**src/logic/cache_tag_store.sv**
```systemverilog
`timescale 1ns/1ns
`default_nettype none

module cache_tag_store #(
    parameter int ADDR_WIDTH = 16,
    parameter int WORD_WIDTH = 32,
    parameter int LINE_WORDS = 4,
    parameter int INDEX_BITS = 4,
    localparam int OFFSET_BITS = $clog2(WORD_WIDTH / 8) + $clog2(LINE_WORDS),
    localparam int TAG_BITS    = ADDR_WIDTH - INDEX_BITS - OFFSET_BITS,
    localparam int SETS        = 1 << INDEX_BITS
) (
    input  logic                  clk,
    input  logic                  rst_n,
    input  logic [INDEX_BITS-1:0] index,
    input  logic [TAG_BITS-1:0]   tag,
    input  logic                  word_we,
    input  logic                  fill_we,
    output logic                  tag_hit,
    output logic                  tag_valid,
    output logic                  tag_dirty,
    output logic [TAG_BITS-1:0]   old_tag
);

    logic [SETS-1:0]     valid;
    logic [SETS-1:0]     dirty;
    logic [TAG_BITS-1:0] tags [SETS];

    // Status bits per set
    always_ff @(posedge clk or negedge rst_n) begin
        if (!rst_n) begin
            valid <= '0;
            dirty <= '0;
        end else if (fill_we) begin
            valid[index] <= 1'b1;
            dirty[index] <= 1'b0;   // Fresh line matches memory
        end else if (word_we) begin
            dirty[index] <= 1'b1;
        end
    end

    always_ff @(posedge clk) begin
        if (fill_we)
            tags[index] <= tag;
    end

    assign tag_valid = valid[index];
    assign tag_dirty = dirty[index];
    assign old_tag   = tags[index];    // Also the write-back address
    assign tag_hit   = tag_valid && (old_tag == tag);

endmodule

`default_nettype wire

```
**config.mk**
```make
export PLATFORM = sky130hd
export DESIGN_NAME = cache_tag_store
export DESIGN_NICKNAME = d
export VERILOG_FILES = /design/src/logic/cache_tag_store.sv
export SDC_FILE = /design/constraint.sdc
export NUM_CORES = 1
export LEC_CHECK = 0
export BUFFER_PORTS_ARGS = -buffer_cell sky130_fd_sc_hd__buf_2
export CORE_UTILIZATION = 35
export DETAILED_ROUTE_END_ITERATION = 7
export PLACE_DENSITY = 0.54
export SYNTH_ARGS = -nofsm -noshare
export SYNTH_HDL_FRONTEND = slang
export SYNTH_SLANG_ARGS = --single-unit
```
**constraint.sdc**
```tcl
create_clock -name clk -period 3.65 [get_ports clk]
set_input_delay 0.365 -clock clk [delete_from_list [all_inputs] [get_ports clk]]
set_output_delay 0.365 -clock clk [all_outputs]
set_load 0.01 [all_outputs]
```
==> summary.md <==
| Metric | Value |
|---|---|
| Total grt overflow | 0 |
| RSZ-0062 raised after global routing | false |
| Slowest-stage cell, CP | nor2b_1 |
| Ys flop type | edfxtp_1 |
| Largest family of logic cells by synthesized area | multiplexers |
| Top Ports | 27 |
| P_int | 3320 µW |
| WP data arrival | 2.67 ns |
| Chip width | 138 µm |
| Total Wirelength | 15,400 µm |
| Critical path's most frequent cell | buf_2 |
| F_max | 330 MHz |
| Hold WC Path Type | input port to async pin |
| Sequential area share after synthesis | 71.3% |
| Syn Nets | 384 |
| Initial Util | 36.0% |
| Start point of the critical path | index[3] |
| Die area | 19,200 µm² |
| Power share of the clock group | 41.7% |
| Post-Synth XOR/XNOR Area | 1.21% |
| Clock latency on the worst-skew pair | 0.42 ns |
| Vias per cell | 5.36 |
| Final worst path period share | 83.1% |
| Element type at the critical path end | output pin |
| Combinational power share | 8.9% |
| Syn Std Cell Area | 6510 µm² |
| Leakage power | 0.00266 µW |
| H-tree depth | 4 |
| Hpwl dp | 10,300 µm |
| Syn. warnings | 0 |
| Max-cap violation count | 0 |
| Clock Skew | 0 ns |
| Hold_ws | -0.00471 ns |
| Share of cells above drive strength 1 | 32.9% |
| Root Buffer | clkbuf_16 |
| Area share of fa/ha/maj cells after synthesis | 0% |
| Post-CTS Resized | 0 |
| Critical Path RT | 3.28 ns |
| First-pass GRT wire length | 23,300 µm |
| Initial DRC Count | 311 |
| Die H | 138 µm |
| Core area | 18,100 µm² |
| Peak VDD IR | 331 µV |
| Clock tree from TritonCTS | done |
| Relative slew margins | 51.1% |
| CTS Sinks | 160 |
| GP Congestion | 0.776 |
| Total GRT Usage | 17.1% |
| Initial antenna violation count | 0 |
| Post-Synth Simple-Gate Area | 6.72% |
| Fraction of registers with async set/reset | 20.0% |
| Maximum number of pins on one net before global-route repair | 33 |
| Nets | 435 |
| Syn avg cell area | 17.7 µm² |
| Max-slew violation count | 0 |
| Most frequent cells in the layout | 128 x edfxtp_1, 34 x mux4_2, 33 x nor2_1 |
| Setup TNS | 0 ns |
| Final ANT Viol Nets | 0 |
| Worst Tran Pin Value | 0.730 ns |
| Failing checks | negative hold slack |
| Minimum clock period | 3.03 ns |
| Mux cell area share after synthesis | 15.9% |
| DR pass1 iterations | 5 |
| Switch share | 22.3% |
| Worst r2r src | valid[3]$_DFFE_PN0P_ |
| CP Class | input port to output pin |
| Compound-cell area share of the yosys netlist | 3.17% |
| Num CTS Buffers | 17 |
| Gate Count Post-Synth | 368 |
| WL/cell | 23.4 µm |
| Post-CTS Hold Fix Bufs | 0 |
| DRC viols | 0 |
| Final setup fails | 0 |
| Number of flops mapped to enable cells by yosys | 128 |
| Vias in the first global route | 3,613 |
| Util after Layout | 42.3% |
| Sequential share of power | 49.4% |
| Top cell family by delay on the critical path | simple AND/OR/NAND/NOR gates |
| Hold Fails Final Rpt | 7 |
| Worst Setup Start Kind | input port |
| Area grow syn2layout | 17.4% |
| Vias | 3,543 |
| #FFs+latches synth | 160 |
| Count of cell types in the netlist | 35 |
| Row count | 49 |
| Clock transition at the registers of the reported paths | 0.06 ns |
| Pwr Density | 559 nW/µm² |
| Clk buf depth | 2 |
| Critical-path cell list | buf_2, buf_12, nor2b_1, a22oi_1, nand2_1, xnor2_1, nand4_1, a2111oi_2, buf_2 |
| PortBufs | 26 |
| Post-CTS setup buffer count | 0 |
| Status | complete, but fails checks |
| Inserted Diodes | 0 |
| Most common cell after layout, fill and taps aside | edfxtp_1 |
| Crit Path Max Fanout | 29 |
| Slowest Stage Delay on Critical Path | 0.59 ns |
| Design Power | 4270 µW |
| Sw power | 955 µW |
| Crit path buf inv count | 3 |
==> registers in the layout, indices dropped and copies added (netlist names), named ones only <==
register / cells
tags: 128
valid: 16
==> routing by layer <==
metal	wire, µm	vias to the layer above	share of wire, %	GRT usage, %
met4	266	0	1.7	5.14
li1	-	1534	-	-
met2	7320	122	47	26.2
met3	906	24	5.9	4.61
met5	0	-	0	0
met1	6960	1863	45	24.0
==> through the flow <==
stage          area (µm²)  std cells  worst slack [ns]
4_1_cts              7650        661             0.574
6_report             7650        661             0.616
5_1_grt              7650        661             0.428
2_1_floorplan        6510        368              1.12
3_5_place_dp         7050        629             0.583
3_3_place_gp         7050        629             0.587
==> cell families (layout without fill, tap and decap cells) <==
kind of cell,count (synthesis),in the layout
simple gates,89,89
flops,160,160
mux,59,59
compound gates,32,32
buf+inv,19,83
xor+xnor,9,9
==> cells in the mapped netlist (2+ instances only) <==
cell      number  area share [%]
a21oi_1       16             1.2
a22oi_1       10             1.2
and2_1         4            0.38
buf_1          3            0.17
buf_2          6            0.46
buf_4          2            0.23
buf_6          2            0.35
clkbuf_1       5            0.29
dfrtp_1       32              12
edfxtp_1     128              59
mux2_2         4            0.69
mux2i_1       20             3.1
mux4_2        34              12
nand2_1       12            0.69
nand2b_1       2            0.19
nand3_1        4            0.31
nor2_1        33             1.9
nor2b_1        5            0.48
nor3_1         6            0.46
o211ai_1       3            0.35
or2_2         16             1.5
xnor2_1        6            0.81
xor2_1         3            0.40
==> worst paths after layout <==
path	cells after the start	end	slack (ns)
max reg2reg	1	valid[3]$_DFFE_PN0P_	2.85
min reg2reg	1	valid[14]$_DFFE_PN0P_	0.46
min in group clk	1	tags[2][6]$_DFFE_PP_	0.33
max	9	tag_hit	0.62
max in group asynchronous	1	async pin	3.19
min	1	valid[14]$_DFFE_PN0P_	-0.005
==> power groups by stage <==
stage / logic, µW / registers (µW) / clock network [µW]
after floorplan: 251 / 2140 / 0
after global placement: 377 / 2150 / 0
after detailed placement: 382 / 2150 / 0
after CTS: 385 / 2110 / 1800
after global routing: 414 / 2120 / 1880
final: 379 / 2110 / 1780
==> cell type report <==
| type | instances | area [µm²] |
|---|---|---|
| clock buffer | 18 | 429 |
| timing repair buffer | 51 | 343 |
| clock inverter | 14 | 168 |
| tap | 229 | 287 |
| fill | 1604 | 10400 |
| sequential | 160 | 4640 |
| multi-input combinational | 189 | 1780 |
(Power assumes the default switching activity.)
