`config.mk`:
```
export PLATFORM = sky130hd
export DESIGN_NAME = cache_ctrl
export DESIGN_NICKNAME = d
export VERILOG_FILES = /design/src/logic/cache_pkg.sv /design/src/logic/cache_ctrl.sv
export SDC_FILE = /design/constraint.sdc
export NUM_CORES = 1
export LEC_CHECK = 0
export BUFFER_PORTS_ARGS = -buffer_cell sky130_fd_sc_hd__buf_4
export CAP_MARGIN = 20
export CORE_AREA = 2 2 174 176
export CTS_BUF_LIST = sky130_fd_sc_hd__clkbuf_16
export DETAILED_ROUTE_END_ITERATION = 6
export DIE_AREA = 0 0 176 178
export PLACE_DENSITY = 0.33
export SLEW_MARGIN = 15
export SYNTH_ARGS = -nofsm -noshare
export SYNTH_HDL_FRONTEND = slang
export SYNTH_SLANG_ARGS = --single-unit
```
`constraint.sdc`:
```
create_clock -name clk -period 2.3 [get_ports clk]
set_input_delay 0.23 -clock clk [delete_from_list [all_inputs] [get_ports clk]]
set_output_delay 0.23 -clock clk [all_outputs]
set_load 0.01 [all_outputs]
```
`src/logic/cache_pkg.sv`:
```
`default_nettype none

package cache_pkg;

    // Controller states
    typedef enum logic [2:0] {
        idle,       // Waiting for a request
        cmp_rd,     // Tag compare for a read
        cmp_wr,     // Tag compare for a write
        mem_wb,     // Dirty line going back to memory
        mem_rd,     // Line fill from memory
        cache_wr    // Word write into the freshly filled line
    } ctrl_state_t;

    // Line operations toward the backing memory
    typedef enum logic [1:0] {
        op_none  = 2'b00,
        op_read  = 2'b01,
        op_write = 2'b11
    } mem_op_t;

endpackage

`default_nettype wire

```
`src/logic/cache_ctrl.sv`:
```
`timescale 1ns/1ns
`default_nettype none

module cache_ctrl
    import cache_pkg::*;
#(
    parameter int ADDR_WIDTH = 16,
    parameter int WORD_WIDTH = 32,
    parameter int LINE_WORDS = 4,
    parameter int INDEX_BITS = 4,
    localparam int BYTE_BITS   = $clog2(WORD_WIDTH / 8),
    localparam int SEL_BITS    = $clog2(LINE_WORDS),
    localparam int OFFSET_BITS = BYTE_BITS + SEL_BITS,
    localparam int TAG_BITS    = ADDR_WIDTH - INDEX_BITS - OFFSET_BITS,
    localparam int LINE_WIDTH  = LINE_WORDS * WORD_WIDTH
) (
    input  logic                  clk,
    input  logic                  rst_n,
    input  logic                  rd_req,
    input  logic                  wr_req,
    input  logic [ADDR_WIDTH-1:0] addr,
    input  logic [WORD_WIDTH-1:0] wr_data,
    input  logic                  tag_hit,
    input  logic                  tag_valid,
    input  logic                  tag_dirty,
    input  logic [TAG_BITS-1:0]   old_tag,
    input  logic [WORD_WIDTH-1:0] rd_word,
    input  logic [LINE_WIDTH-1:0] cur_line,
    input  logic                  mem_done,
    output logic [INDEX_BITS-1:0] index,
    output logic [TAG_BITS-1:0]   tag,
    output logic [SEL_BITS-1:0]   word_sel,
    output logic [WORD_WIDTH-1:0] word_data,
    output logic                  word_we,
    output logic                  fill_we,
    output mem_op_t               mem_op,
    output logic [ADDR_WIDTH-1:0] mem_addr,
    output logic [LINE_WIDTH-1:0] mem_wr_line,
    output logic [WORD_WIDTH-1:0] rd_data,
    output logic                  done,
    output logic                  hit,
    output logic                  busy
);

    ctrl_state_t state, next_state;

    logic [ADDR_WIDTH-1:0] addr_q;
    logic [WORD_WIDTH-1:0] data_q;
    logic                  missed_q;   // Set once a fill was needed
    logic                  rd_kind_q;  // Pending request is a read
    logic                  accept;

    assign accept = (state == idle) && (rd_req || wr_req);

    // Request payload, captured only on acceptance
    always_ff @(posedge clk) begin
        if (accept) begin
            addr_q <= addr;
            data_q <= wr_data;
        end
    end

    always_ff @(posedge clk or negedge rst_n) begin
        if (!rst_n) begin
            state    <= idle;
            missed_q <= 1'b0;
        end else begin
            state <= next_state;
            if (accept)
                missed_q <= 1'b0;
            else if (state == mem_rd)
                missed_q <= 1'b1;
        end
    end

    always_comb begin
        next_state = state;
        case (state)
            idle: begin
                if (rd_req)
                    next_state = cmp_rd;   // Read wins if both strobes are high
                else if (wr_req)
                    next_state = cmp_wr;
            end
            cmp_rd, cmp_wr: begin
                if (tag_hit)
                    next_state = idle;
                else if (tag_valid && tag_dirty)
                    next_state = mem_wb;
                else
                    next_state = mem_rd;
            end
            mem_wb: if (mem_done) next_state = mem_rd;
            mem_rd: begin
                if (mem_done)
                    next_state = rd_kind_q ? cmp_rd : cache_wr;
            end
            cache_wr: next_state = idle;
            default:  next_state = idle;
        endcase
    end

    // Read or write kind of the pending request
    always_ff @(posedge clk or negedge rst_n) begin
        if (!rst_n)
            rd_kind_q <= 1'b0;
        else if (accept)
            rd_kind_q <= rd_req;
    end

    // Memory op is registered so it drops for a cycle between write-back and fill
    always_ff @(posedge clk or negedge rst_n) begin
        if (!rst_n) begin
            mem_op <= op_none;
        end else if (mem_done) begin
            mem_op <= op_none;
        end else begin
            case (next_state)
                mem_wb:  mem_op <= op_write;
                mem_rd:  mem_op <= op_read;
                default: mem_op <= op_none;
            endcase
        end
    end

    assign index     = addr_q[OFFSET_BITS +: INDEX_BITS];
    assign tag       = addr_q[ADDR_WIDTH-1 -: TAG_BITS];
    assign word_sel  = addr_q[BYTE_BITS +: SEL_BITS];
    assign word_data = data_q;

    // Evicted line goes back to its own address
    assign mem_addr    = (state == mem_wb) ? {old_tag, index, {OFFSET_BITS{1'b0}}}
                                           : {tag, index, {OFFSET_BITS{1'b0}}};
    assign mem_wr_line = cur_line;

    assign word_we = ((state == cmp_wr) && tag_hit) || (state == cache_wr);
    assign fill_we = (state == mem_rd) && mem_done;

    assign done    = (((state == cmp_rd) || (state == cmp_wr)) && tag_hit)
                   || (state == cache_wr);
    assign hit     = done && !missed_q;
    assign busy    = (state != idle);
    assign rd_data = (state == cmp_rd) ? rd_word : '0;

    a_mem_op_held: assert property (@(posedge clk) disable iff (!rst_n)
        (mem_op != op_none && !mem_done) |=> $stable(mem_op));

    a_we_exclusive: assert property (@(posedge clk) disable iff (!rst_n)
        !(word_we && fill_we));

    a_no_done_idle: assert property (@(posedge clk) disable iff (!rst_n)
        (state == idle) |-> !done);

endmodule

`default_nettype wire

```
==> results_dict.tcl <==
set metrics [dict create \
    area_delta_synth_final_pct 34.1 \
    final_net_count 569 \
    clk_path_buf_depth 2 \
    gp_congestion 0.768 \
    path_buf_inv 2 \
    design.core.area_sq_mm 0.0294 \
    track_usage_pct 7.99 \
    ys.warnings.count 0 \
    cts_made_buffers 5 \
    routed_wl_um 13600 \
    drcViolationCount 0 \
    port_buffers 190 \
    worst_skew_pair.late_latency_ns 0.30 \
    critPathLaunchType "flop" \
    total_power_mw 4.24 \
    reg2reg_depth 4 \
    post-cts-setup-buffers 0 \
    yosysUniqueCellTypes 31 \
    final_cell_mix "buf_4 (193), edfxtp_1 (46), and2_1 (33)" \
    cap_viol_max_count 0 \
    hp-class "input port to flop" \
    cts_tree "built" \
    fillers 3284 \
    start_util_pct 10.8 \
    fmax_mhz 483 \
    multiInputGateArea_sq_um 558 \
    io_pins 453 \
    slowest_delay_ns 0.61 \
    fin_area_sq_mm 0.00426 \
    grt_max_degree 45 \
    dpl.hpwl_um 12100 \
    layout_commonest_cell "buf_4" \
    h-tree-depth 2 \
    avgSynthCellArea_sq_um 11.3 \
    core.rowCount 63 \
    cts_root_buf "clkbuf_16" \
    ys_ff_latch 53 \
    antenna_found_initial 0 \
    period_share_pct 90.0 \
    wl_per_cell_um 18.5 \
    grt-ovfl-total 0 \
    fin_tns_setup_ns 0 \
    via_count 2091 \
    slew_violations 0 \
    post-place-cells 727 \
    fp.dieH_um 178 \
    postSynthCellCount 282 \
    power.leakage_nw 1.82 \
    viasPerCell 2.84 \
    antenna_left 0 \
    status "finished clean" \
    hold_viol 0 \
    cp_top_family "flip-flops" \
    clock_sinks 53 \
    seqCellArea_sq_mm 0.00156 \
    postCtsHoldBufs 1 \
    drive_gt1_share_pct 62.1 \
    fin_worst_skew_ns 0.0112 \
    yosysSeqAreaShare_pct 49.0 \
    cp.depth 4 \
    setup_viol 0 \
    clk_pin_slew_ns 0.08 \
    crit_fanout 13 \
    finalCriticalPeriod_ns 2.07 \
    first_iter_violations 105 \
    whs_path_depth 1 \
    die_x_um 176 \
    crit_arrival_ns 1.84 \
    place_area_sq_mm 0.00409 \
    synthesis.area_sq_mm 0.00318 \
    cp.required_ns 2.07 \
    drt_first_pass_iters 4 \
    slowest_stage "dfrtp_1" \
    rsz0062_at_grt "false" \
    die_area_sq_mm 0.0313 \
    stdcell_count 736 \
    grt_pass1_vias 2226 \
    p_per_area_mw_per_mm2 995 \
    grt_pass1_wl_um 17500 \
    ctsResizeCount 0 \
    vdd_ir_drop_max_mv 0.413 \
    diodes 0 \
    worstSetupPathType "flop to primary output" \
    crit_chain "inv_1 > nand3_2 > mux2_2 > buf_4" \
    worstSetupEndpointType "primary output" \
    whs_ns 0.0992 \
]
==> stage by stage <==
stage	util, %	setup slack (ns)
floorplan	-	0.0839
global placement	13.9	0.550
detailed placement	13.9	0.534
CTS	14.5	0.205
global route	14.5	0.128
finish	14.5	0.230
==> registers in the layout, indices dropped and copies added (netlist names) <==
| register | count |
|---|---|
| word_data | 32 |
| mem_op | 2 |
| addr_q | 14 |
| rd_kind_q | 1 |
| missed_q | 1 |
| state | 3 |
==> synthesized netlist by cell type (all sizes together) <==
cell type	number	area share, %
buf	139	33
edfxtp	46	43
and2	33	6.5
mux2	8	2.8
dfrtp	7	5.5
o21ai	7	1.1
inv	6	0.71
nor2	6	0.71
a21oi	4	0.63
nand2	4	0.47
clkbuf	3	0.43
nor2b	2	0.39
o21bai	2	0.47
a211oi	1	0.39
a21o	1	0.24
a31o	1	0.28
a32oi	1	0.28
and3	1	0.20
and3b	1	0.28
conb	1	0.12
mux2i	1	0.31
nand2b	1	0.20
nand3	1	0.31
nand4b	1	0.28
nor3	1	0.31
nor3b	1	0.24
nor4bb	1	0.31
o22a	1	0.28
==> final cells by class <==
type                            count  area share, %
Clock buffer                        5           2.94
Clock inverter                      3          0.792
Multi-Input combinational cell     84           13.1
Sequential cell                    53           36.5
Timing Repair Buffer              195           34.7
Inverter                            6          0.528
Tap cell                          390           11.4
==> layer usage <==
metal  GRT usage, %  part of all wire [%]  up-vias
met5          0.481                     0        -
met4           3.79                   3.4        0
met3           7.48                    22       41
met2           14.5                    52      243
met1           5.36                    22      897
li1               -                     -      910
==> worst reg2reg max path: stages, from the launching register on <==
cell and delay [ns]:
dfrtp_1 0.53, nor3_2 0.32, o21ai_1 0.15, inv_2 0.14
buf_12 0.26
==> power by group <==
part / internal (mW) / leakage [nW] / switching, mW / total, mW
logic: 0.933 / 1.21 / 0.911 / 1.84
registers: 1.43 / 0.529 / 0.161 / 1.59
clock network: 0.418 / 0.0767 / 0.387 / 0.805
==> path summary, 6_finish.rpt <==
kind                            slack, ns        from      endpoint
worst max-delay path                 0.23    state[2]   mem_addr[8]
worst min-delay path                  0.1  wr_data[9]  word_data[9]
worst max register to register       0.57    state[1]  word_data[0]
worst min register to register       0.54   rd_kind_q     rd_kind_q
max in group asynchronous            1.87       rst_n     mem_op[0]
min in group asynchronous            0.30       rst_n      state[1]
==> kinds of logic (layout without fill, tap and decap cells) <==
kind of cell           Yosys count  in the layout  synth area share, %
flip-flops                      53             53                 49.0
other                            1              4                0.118
AO/OA/AOI/OAI                   18             18                 3.66
buffers and inverters          148            209                 33.9
multiplexers                     9              9                 3.15
AND/OR/NAND/NOR                 53             53                 10.2
Note: power is estimated with default switching activity, not from simulation.
